==> src/enable_gen_pkg.sv <==
// Shared sizes and register map of the enable-pulse generator.
// Offsets are byte addresses local to the block; no base address is decoded.
`default_nettype none

package enable_gen_pkg;

    // Bus word, counter, period and threshold width
    localparam int DATA_WIDTH = 32;

    // Byte address width of the host bus
    localparam int ADDR_WIDTH = 8;

    // Number of comparator channels
    localparam int N_CHANNELS = 3;

    // Register map
    localparam logic [ADDR_WIDTH-1:0] ADDR_CONTROL        = 8'h00;
    localparam logic [ADDR_WIDTH-1:0] ADDR_PERIOD         = 8'h04;
    localparam logic [ADDR_WIDTH-1:0] ADDR_THRESHOLD_BASE = 8'h08;
    localparam logic [ADDR_WIDTH-1:0] ADDR_STRIDE         = 8'h04;

    // Run bit position in the control register, other bits read as zero
    localparam int RUN_BIT = 0;

    // Bus slave FSM encoding
    localparam int STATE_WIDTH = 2;

    // Waiting for a synchronised req
    localparam logic [STATE_WIDTH-1:0] STATE_IDLE        = 2'd0;
    // Access done, ack held until req drops
    localparam logic [STATE_WIDTH-1:0] STATE_ACKNOWLEDGE = 2'd1;
    // req seen low, ack drops on the next edge
    localparam logic [STATE_WIDTH-1:0] STATE_RELEASE     = 2'd2;

endpackage

`default_nettype wire

==> src/enable_gen_ifs.sv <==
// Internal interfaces of the enable-pulse generator.
// host_bus_if follows the four-phase req/ack rule; gen_config_if is static config.
`timescale 1ns/1ns
`default_nettype none

interface host_bus_if;
    logic                                 req;
    logic                                 write;
    logic [enable_gen_pkg::ADDR_WIDTH-1:0] address;
    logic [enable_gen_pkg::DATA_WIDTH-1:0] write_data;
    logic                                 ack;
    logic [enable_gen_pkg::DATA_WIDTH-1:0] read_data;

    modport top   (output req, write, address, write_data, input ack, read_data);
    modport slave (input req, write, address, write_data, output ack, read_data);
endinterface

interface gen_config_if;
    logic                                 run;
    logic [enable_gen_pkg::DATA_WIDTH-1:0] period;
    // One compare value per channel
    logic [enable_gen_pkg::DATA_WIDTH-1:0] threshold [enable_gen_pkg::N_CHANNELS];

    modport source (output run, period, threshold);
    modport sink   (input run, period, threshold);
endinterface

`default_nettype wire

==> src/enable_gen_channels.sv <==
// Threshold comparators, one registered enable pulse per match.
// Outputs lag the matching count by one cycle.
`timescale 1ns/1ns
`default_nettype none

module enable_gen_channels (
    input  wire logic                                  clock,
    input  wire logic                                  reset,
    gen_config_if.sink                                 gen_config,
    input  wire logic [enable_gen_pkg::DATA_WIDTH-1:0] count,
    input  wire logic                                  active,
    output      logic [enable_gen_pkg::N_CHANNELS-1:0] enable_out
);

    logic [enable_gen_pkg::N_CHANNELS-1:0] match;

    // One comparator per channel
    for (genvar n = 0; n < enable_gen_pkg::N_CHANNELS; n++) begin : g_channel
        assign match[n] = active && (count == gen_config.threshold[n]);
    end

    // With period zero the count sits at zero, so a zero threshold stays high
    always_ff @(posedge clock) begin
        if (!reset) begin
            enable_out <= '0;
        end else begin
            enable_out <= match;
        end
    end

endmodule

`default_nettype wire

==> src/enable_gen_counter.sv <==
// Free-running period counter, wraps to zero after reaching the period.
// A period below the current count only takes effect after the 32-bit wrap.
`timescale 1ns/1ns
`default_nettype none

module enable_gen_counter (
    input  wire logic                                  clock,
    input  wire logic                                  reset,
    input  wire logic                                  start,
    gen_config_if.sink                                 gen_config,
    output      logic [enable_gen_pkg::DATA_WIDTH-1:0] count,
    output      logic                                  active
);

    // Either the run bit or the external start keeps the counter going
    assign active = gen_config.run | start;

    always_ff @(posedge clock) begin
        if (!reset) begin
            count <= '0;
        end else if (!active) begin
            // Idle counter restarts from zero on reactivation
            count <= '0;
        end else if (count == gen_config.period) begin
            count <= '0;
        end else begin
            count <= count + 1'b1;
        end
    end

endmodule

`default_nettype wire

==> src/enable_gen_regs.sv <==
// Register block behind the four-phase req/ack bus, one access in flight.
// Unmapped writes are dropped and unmapped reads return zero.
`timescale 1ns/1ns
`default_nettype none

module enable_gen_regs (
    input wire logic       clock,
    input wire logic       reset,
    host_bus_if.slave      bus,
    gen_config_if.source   gen_config
);

    logic                                   req_q;
    logic [enable_gen_pkg::STATE_WIDTH-1:0] state;

    logic                                   run_reg;
    logic [enable_gen_pkg::DATA_WIDTH-1:0]  period_reg;
    logic [enable_gen_pkg::DATA_WIDTH-1:0]  threshold_reg [enable_gen_pkg::N_CHANNELS];

    logic                                   sel_control;
    logic                                   sel_period;
    logic [enable_gen_pkg::N_CHANNELS-1:0]  sel_threshold;
    logic [enable_gen_pkg::DATA_WIDTH-1:0]  read_value;

    // Address decode and read mux, address is stable while req is high
    always_comb begin
        logic [enable_gen_pkg::ADDR_WIDTH-1:0] offset;

        sel_control   = (bus.address == enable_gen_pkg::ADDR_CONTROL);
        sel_period    = (bus.address == enable_gen_pkg::ADDR_PERIOD);
        sel_threshold = '0;
        read_value    = '0;

        if (sel_control) begin
            read_value[enable_gen_pkg::RUN_BIT] = run_reg;
        end
        if (sel_period) begin
            read_value = period_reg;
        end

        // Thresholds sit at consecutive strided offsets
        offset = enable_gen_pkg::ADDR_THRESHOLD_BASE;
        for (int n = 0; n < enable_gen_pkg::N_CHANNELS; n++) begin
            if (bus.address == offset) begin
                sel_threshold[n] = 1'b1;
                read_value       = threshold_reg[n];
            end
            offset = offset + enable_gen_pkg::ADDR_STRIDE;
        end
    end

    // Handshake FSM with register update
    always_ff @(posedge clock) begin
        if (!reset) begin
            req_q         <= 1'b0;
            state         <= enable_gen_pkg::STATE_IDLE;
            bus.ack       <= 1'b0;
            bus.read_data <= '0;
            run_reg       <= 1'b0;
            period_reg    <= '0;
            for (int n = 0; n < enable_gen_pkg::N_CHANNELS; n++) begin
                threshold_reg[n] <= '0;
            end
        end else begin
            // req comes from the host clock domain view, sample it first
            req_q <= bus.req;

            case (state)
                enable_gen_pkg::STATE_IDLE: begin
                    if (req_q) begin
                        state   <= enable_gen_pkg::STATE_ACKNOWLEDGE;
                        bus.ack <= 1'b1;
                        if (bus.write) begin
                            if (sel_control) begin
                                run_reg <= bus.write_data[enable_gen_pkg::RUN_BIT];
                            end
                            if (sel_period) begin
                                period_reg <= bus.write_data;
                            end
                            for (int n = 0; n < enable_gen_pkg::N_CHANNELS; n++) begin
                                if (sel_threshold[n]) begin
                                    threshold_reg[n] <= bus.write_data;
                                end
                            end
                        end else begin
                            bus.read_data <= read_value;
                        end
                    end
                end

                enable_gen_pkg::STATE_ACKNOWLEDGE: begin
                    // Host may hold req as long as it likes
                    if (!req_q) begin
                        state <= enable_gen_pkg::STATE_RELEASE;
                    end
                end

                enable_gen_pkg::STATE_RELEASE: begin
                    bus.ack <= 1'b0;
                    state   <= enable_gen_pkg::STATE_IDLE;
                end

                default: begin
                    bus.ack <= 1'b0;
                    state   <= enable_gen_pkg::STATE_IDLE;
                end
            endcase
        end
    end

    // Registers out to the counter and channels
    assign gen_config.run       = run_reg;
    assign gen_config.period    = period_reg;
    assign gen_config.threshold = threshold_reg;

endmodule

`default_nettype wire

==> src/enable_gen_top.sv <==
// Enable-pulse generator top with plain host bus ports.
// Host must follow the four-phase req/ack rule; start ORs with the run bit.
`timescale 1ns/1ns
`default_nettype none

module enable_gen_top (
    input  wire logic                                  clock,
    input  wire logic                                  reset,
    input  wire logic                                  req,
    input  wire logic                                  write,
    input  wire logic [enable_gen_pkg::ADDR_WIDTH-1:0] address,
    input  wire logic [enable_gen_pkg::DATA_WIDTH-1:0] write_data,
    output      logic                                  ack,
    output      logic [enable_gen_pkg::DATA_WIDTH-1:0] read_data,
    input  wire logic                                  start,
    output      logic [enable_gen_pkg::N_CHANNELS-1:0] enable_out
);

    logic [enable_gen_pkg::DATA_WIDTH-1:0] count;
    logic                                  active;

    host_bus_if   host_bus ();
    gen_config_if gen_config ();

    // Host side of the bus from the plain ports
    assign host_bus.req        = req;
    assign host_bus.write      = write;
    assign host_bus.address    = address;
    assign host_bus.write_data = write_data;
    assign ack                 = host_bus.ack;
    assign read_data           = host_bus.read_data;

    enable_gen_regs i_regs (
        .clock      (clock),
        .reset      (reset),
        .bus        (host_bus.slave),
        .gen_config (gen_config.source)
    );

    enable_gen_counter i_counter (
        .clock      (clock),
        .reset      (reset),
        .start      (start),
        .gen_config (gen_config.sink),
        .count      (count),
        .active     (active)
    );

    enable_gen_channels i_channels (
        .clock      (clock),
        .reset      (reset),
        .gen_config (gen_config.sink),
        .count      (count),
        .active     (active),
        .enable_out (enable_out)
    );

endmodule

`default_nettype wire

==> config.mk <==
export PLATFORM = sky130hd
export DESIGN_NAME = enable_gen_top
export DESIGN_NICKNAME = d
export VERILOG_FILES = /design/src/enable_gen_pkg.sv /design/src/enable_gen_ifs.sv /design/src/enable_gen_channels.sv /design/src/enable_gen_counter.sv /design/src/enable_gen_regs.sv /design/src/enable_gen_top.sv
export SDC_FILE = /design/constraint.sdc
export NUM_CORES = 1
export LEC_CHECK = 0
export ABC_AREA = 1
export BUFFER_PORTS_ARGS = -buffer_cell sky130_fd_sc_hd__buf_2
export CAP_MARGIN = 20
export CORE_AREA = 2 2 150 137
export CTS_CLUSTER_DIAMETER = 50
export DETAILED_ROUTE_END_ITERATION = 16
export DIE_AREA = 0 0 152 139
export GPL_ROUTABILITY_DRIVEN = 1
export GPL_TIMING_DRIVEN = 0
export PLACE_DENSITY = 0.73
export SYNTH_ARGS = -nofsm -noshare
export SYNTH_HDL_FRONTEND = slang
export SYNTH_HIERARCHICAL = 1
export SYNTH_SLANG_ARGS = --single-unit
==> constraint.sdc <==
create_clock -name clock -period 2.4 [get_ports clock]
set_input_delay 0.48 -clock clock [delete_from_list [all_inputs] [get_ports clock]]
set_output_delay 0.48 -clock clock [all_outputs]
set_load 0.05 [all_outputs]
Yosys cells after proc, flatten, opt, wreduce, memory -nomap -nowiden
Cells that the tools add are included. Widths: inputs -> output; s select.

Bits in registers: 200. Logic and storage cells: 55.

Add/sub/neg operators: 1. Bitwise logic cells: 5. Reductions and logical operators: 14. Multiplexer cells: 13. Equality and inequality tests: 11.

Operator list (number): $eq 32x32->1 (4); $mux 32 (4); $add 32x1->32 const B (1); $reduce_and 4->1 (5); $eq 8x4->1 const B (2); $eq 8x3->1 const B (1); $eq 8x5->1 const B (1); $logic_not 8->1 (1); $mux 1 (5); $mux 2 (2); $not 1->1 (4); $pmux 2 s2 (1); $reduce_and 2->1 (2); $logic_and 1x1->1 (3); $reduce_and 3->1 (1); $reduce_or 3->1 (1); $eq 2x1->1 const B (1); $logic_not 2->1 (1); $ne 2x1->1 const B (1); $ne 2x2->1 const B (1); $pmux 1 s2 (1); $or 1x1->1 (1).

Longest topological paths before layout
Depth in word-level cells: 6. Depth in mapped cells: 11. Mapped depth without buffers: 10.

By module
The synthesis kept the hierarchy.

By module, submodules not included: enable_gen_regs (cells an instance 931, sequential area each 3303.2 µm², instances 1, area an instance 6774.0 µm²); enable_gen_counter (cells an instance 329, sequential area each 640.6 µm², instances 1, area an instance 2133.3 µm²); enable_gen_channels (cells an instance 385, sequential area each 60.1 µm², instances 1, area an instance 1682.9 µm²).

Worst setup path before layout
OpenSTA, ideal clock, no wires.

Path type: register to register. Start point: register i_counter/count[1] in the netlist's numbering. End point: register i_counter/count[26] in the netlist's numbering. Cell stages (with the launch flop): 9. Data required time: 2.284 ns. Setup time: 0.116 ns. Path slack: 0.830 ns. Period minus slack after synthesis: 1.570 ns. Path buffers: 0. Arrival time: 1.455 ns. Cell sequence: dfxtp_1 > ha_1 > nand3_2 > nor2_4 > nand3_2 > nor2_1 > nand3_1 > nand2_1 > nor2_1.

Word-level cells in the longest chain between the ends: 2. Elaborated cells on any way between the ends: 3.

RTL lines: start: declaration (line enable_gen_counter.sv:11) `output logic [enable_gen_pkg::DATA_WIDTH-1:0] count,`; start signal: assignment (line enable_gen_counter.sv:27) `count <= count + 1'b1;`; parallel branches: the longest is 2 deep, another holds $add 32x1->32.

Parallel ways; which one is timed is not known. A chain may end at the register's enable or synchronous reset.

Worst setup path after layout
Start point: register i_counter/count[24] in the netlist's numbering. End point: register i_counter/count[0] in the netlist's numbering.

Word-level cells in the longest chain between the ends: 2.

RTL lines: $eq 32x32->1 (line enable_gen_counter.sv:24) `end else if (count == gen_config.period) begin`; $reduce_or 3->1 (no source line).

Every way passes these cells.

==> results.sh <==
export IMPL_clkLatencyLatePin_ps=450
export IMPL_fin_setup_tns_ps=0
export IMPL_netlist_instances=1645
export IMPL_fmax_ghz=0.451
export IMPL_cts_resized=0
export IMPL_cts_setup_buffers=0
export IMPL_fp_dieH_um=139
export IMPL_min_delay_start="req"
export IMPL_dieArea_um2=21100
export IMPL_synth_distinct_cells=35
export IMPL_clk_pin_slew_ps=70
export IMPL_die_w_um=152
export IMPL_ys_seq_area_share_pct=37.8
export IMPL_grt_start_max_net_pins=19
export IMPL_rsz0062_at_grt="false"
export IMPL_leakagePower_uw=0.00498
export IMPL_holdBufCountCts=0
export IMPL_slew_limit_headroom_pct=52.4
export IMPL_cap_viol_max_count=0
export IMPL_track_usage_pct=35.6
export IMPL_port_buffers=80
export IMPL_r2r_start="i_counter/count[24]$_SDFF_PP0_"
export IMPL_syn_to_final_growth_pct=12.1
export IMPL_instances_no_fill=2011
export IMPL_synth_area_um2=10600
export IMPL_drt_iter0_drc=1314
export IMPL_ant_nets=0
export IMPL_cts_sinks=200
export IMPL_tightest_slew_ps=715
export IMPL_cp_max_fo=10
export IMPL_arrival_ps=2540
export IMPL_cp_data_required_time_ps=2720
export IMPL_num_nets_final=1790
export IMPL_crit_path_start_kind="register"
export IMPL_ys_ff_latch=200
export IMPL_clockRootBuffer="clkbuf_16"
export IMPL_fin_skew_ps=12.1
export IMPL_viasPerCell=5.52
export IMPL_first_pass_iters=6
export IMPL_clockBufferDepth=2
export IMPL_ir_worst_vdd_mv=0.413
export IMPL_grt_antenna_before_repair=0
export IMPL_synth_flop_cell="dfxtp_1"
export IMPL_period_minus_slack_ps=2220
export IMPL_async_flop_share_pct=0
export IMPL_yosysWarningCount=6
export IMPL_grt_remaining_overflow=0
export IMPL_core_region_area_um2=19700
export IMPL_fin_crit_sh_pct=92.4
export IMPL_initial_core_util_pct=53.8
export IMPL_routed_wl_mm=38.2
export IMPL_largest_reg_flops=96
export IMPL_grt_pass1_vias=9828
export IMPL_drc_errors=0
export IMPL_dp_hpwl_mm=29.6
export IMPL_setup_violations=0
export IMPL_slew_viol_final=0
export IMPL_hold_viol_final=0
export IMPL_synth_nets=1691
export IMPL_gp_congestion=1.01
export IMPL_layout_drive_gt1_share_pct=12.5
export IMPL_num_vias=11098
export IMPL_antenna_cells=0
export IMPL_cts_buffers=17
export IMPL_postSynthAreaPerCell_um2=6.44
export IMPL_critPathLaunch="i_counter/count[24]$_SDFF_PP0_"
export IMPL_wire_per_inst_um=19.0
export IMPL_cp_end_kind="register"
export IMPL_h_tree_depth=4
export IMPL_num_rows=49
export IMPL_critical_path_class="register to register"
export IMPL_status="complete, no violations"
export IMPL_cts_tree="done"
export IMPL_power_density_nw_per_um2=541
export IMPL_io_pins=81
export IMPL_grt_pass1_wl_mm=57.2
export IMPL_synth_edf_count=0
export IMPL_hp_class="input port to register"
export IMPL_place_inst=1980
## worst max-delay path, cell delays in order (launching register included)
cell and delay, ps:
dfxtp_1 440, clkbuf_2 250, xnor2_1 130, nand2_1 110, nor2_1 180, nand2_1 80
nor2_1 170, nand2_1 80, nand2_1 230, buf_2 340, nor2_1 70
## layout make-up
class / count / area, um^2
sequential: 200 / 4000
inverter: 197 / 743
tap: 255 / 319
clock buffer: 19 / 453
fill: 1976 / 7810
buffer: 71 / 359
timing repair buffer: 80 / 400
multi-input combinational: 1177 / 5480
clock inverter: 12 / 110
## layer usage
metal  vias up  track usage (%)  wire, um  share of wire [%]
li1       5341                -         -                  -
met1      5017             49.9     16500                 43
met2       649             55.2     16400                 43
met3        91             5.81      3710                9.7
met4         0             13.8      1470                3.9
met5         -                0         0                  0
## Yosys cell counts, types with 27 or more instances
library cell | number | area share (%)
dfxtp_1 | 200 | 38
inv_1 | 168 | 6.0
clkbuf_1 | 27 | 0.96
nand3_1 | 56 | 2.6
nand2_1 | 393 | 14
buf_2 | 31 | 1.5
o21ai_0 | 172 | 8.1
xnor2_1 | 47 | 3.9
nor2_1 | 267 | 9.5
a21oi_1 | 119 | 5.6
o21ai_1 | 32 | 1.5
## path summary, 6_finish.rpt
check,end,slack (ps),cells after the start
worst max register to register,i_counter/count[0]$_SDFF_PP0_,180,10
worst max-delay path,i_counter/count[0]$_SDFF_PP0_,180,10
worst min-delay path,i_regs/req_q$_SDFF_PN0_,210,3
worst min register to register,i_regs/state[0]$_SDFFE_PN0P_,460,2
## cell families (layout without fill, tap and decap cells)
| family | after synthesis | after routing | share of synthesized area (%) |
|---|---|---|---|
| simple gates | 776 | 776 | 30.1 |
| flops | 200 | 200 | 37.8 |
| fa+ha+maj | 1 | 1 | 0.118 |
| buf+inv | 268 | 379 | 10.4 |
| xor+xnor | 73 | 73 | 6.04 |
| compound gates | 327 | 327 | 15.5 |
## layout by cell type, fill, tap and decap left out, drive strengths merged
cell,n
xnor2,47
nor3,17
dfxtp,200
nand3b,2
nor4,1
nand2,404
nand3,60
inv,201
clkbuf,50
o21a,1
clkinv,8
ha,1
o21ai,204
nor2,284
and2,1
xor2,26
or2,4
buf,120
a21oi,119
nand4,3
o211ai,3
## through the flow
stage / hold WS [ps] / setup WS (ps) / area (um^2) / util, % / total power (uW)
floorplan: 435 / 830 / 10600 / - / 3550
global placement: 448 / 149 / 11300 / 57.5 / 3680
detailed placement: 452 / 165 / 11300 / 57.5 / 3680
CTS: 214 / 245 / 11900 / 60.3 / 6440
global route: 214 / 97.3 / 11900 / 60.3 / 6610
finish: 214 / 182 / 11900 / 60.3 / 6420
## where the power goes
part / total, uW / leakage (uW) / internal, uW / switching [uW]
combinational: 289 / 0.00309 / 79.1 / 210
clock: 2810 / 0.000281 / 1420 / 1390
sequential: 3330 / 0.00161 / 3320 / 4.20
Power figures use the tool's default switching activity.
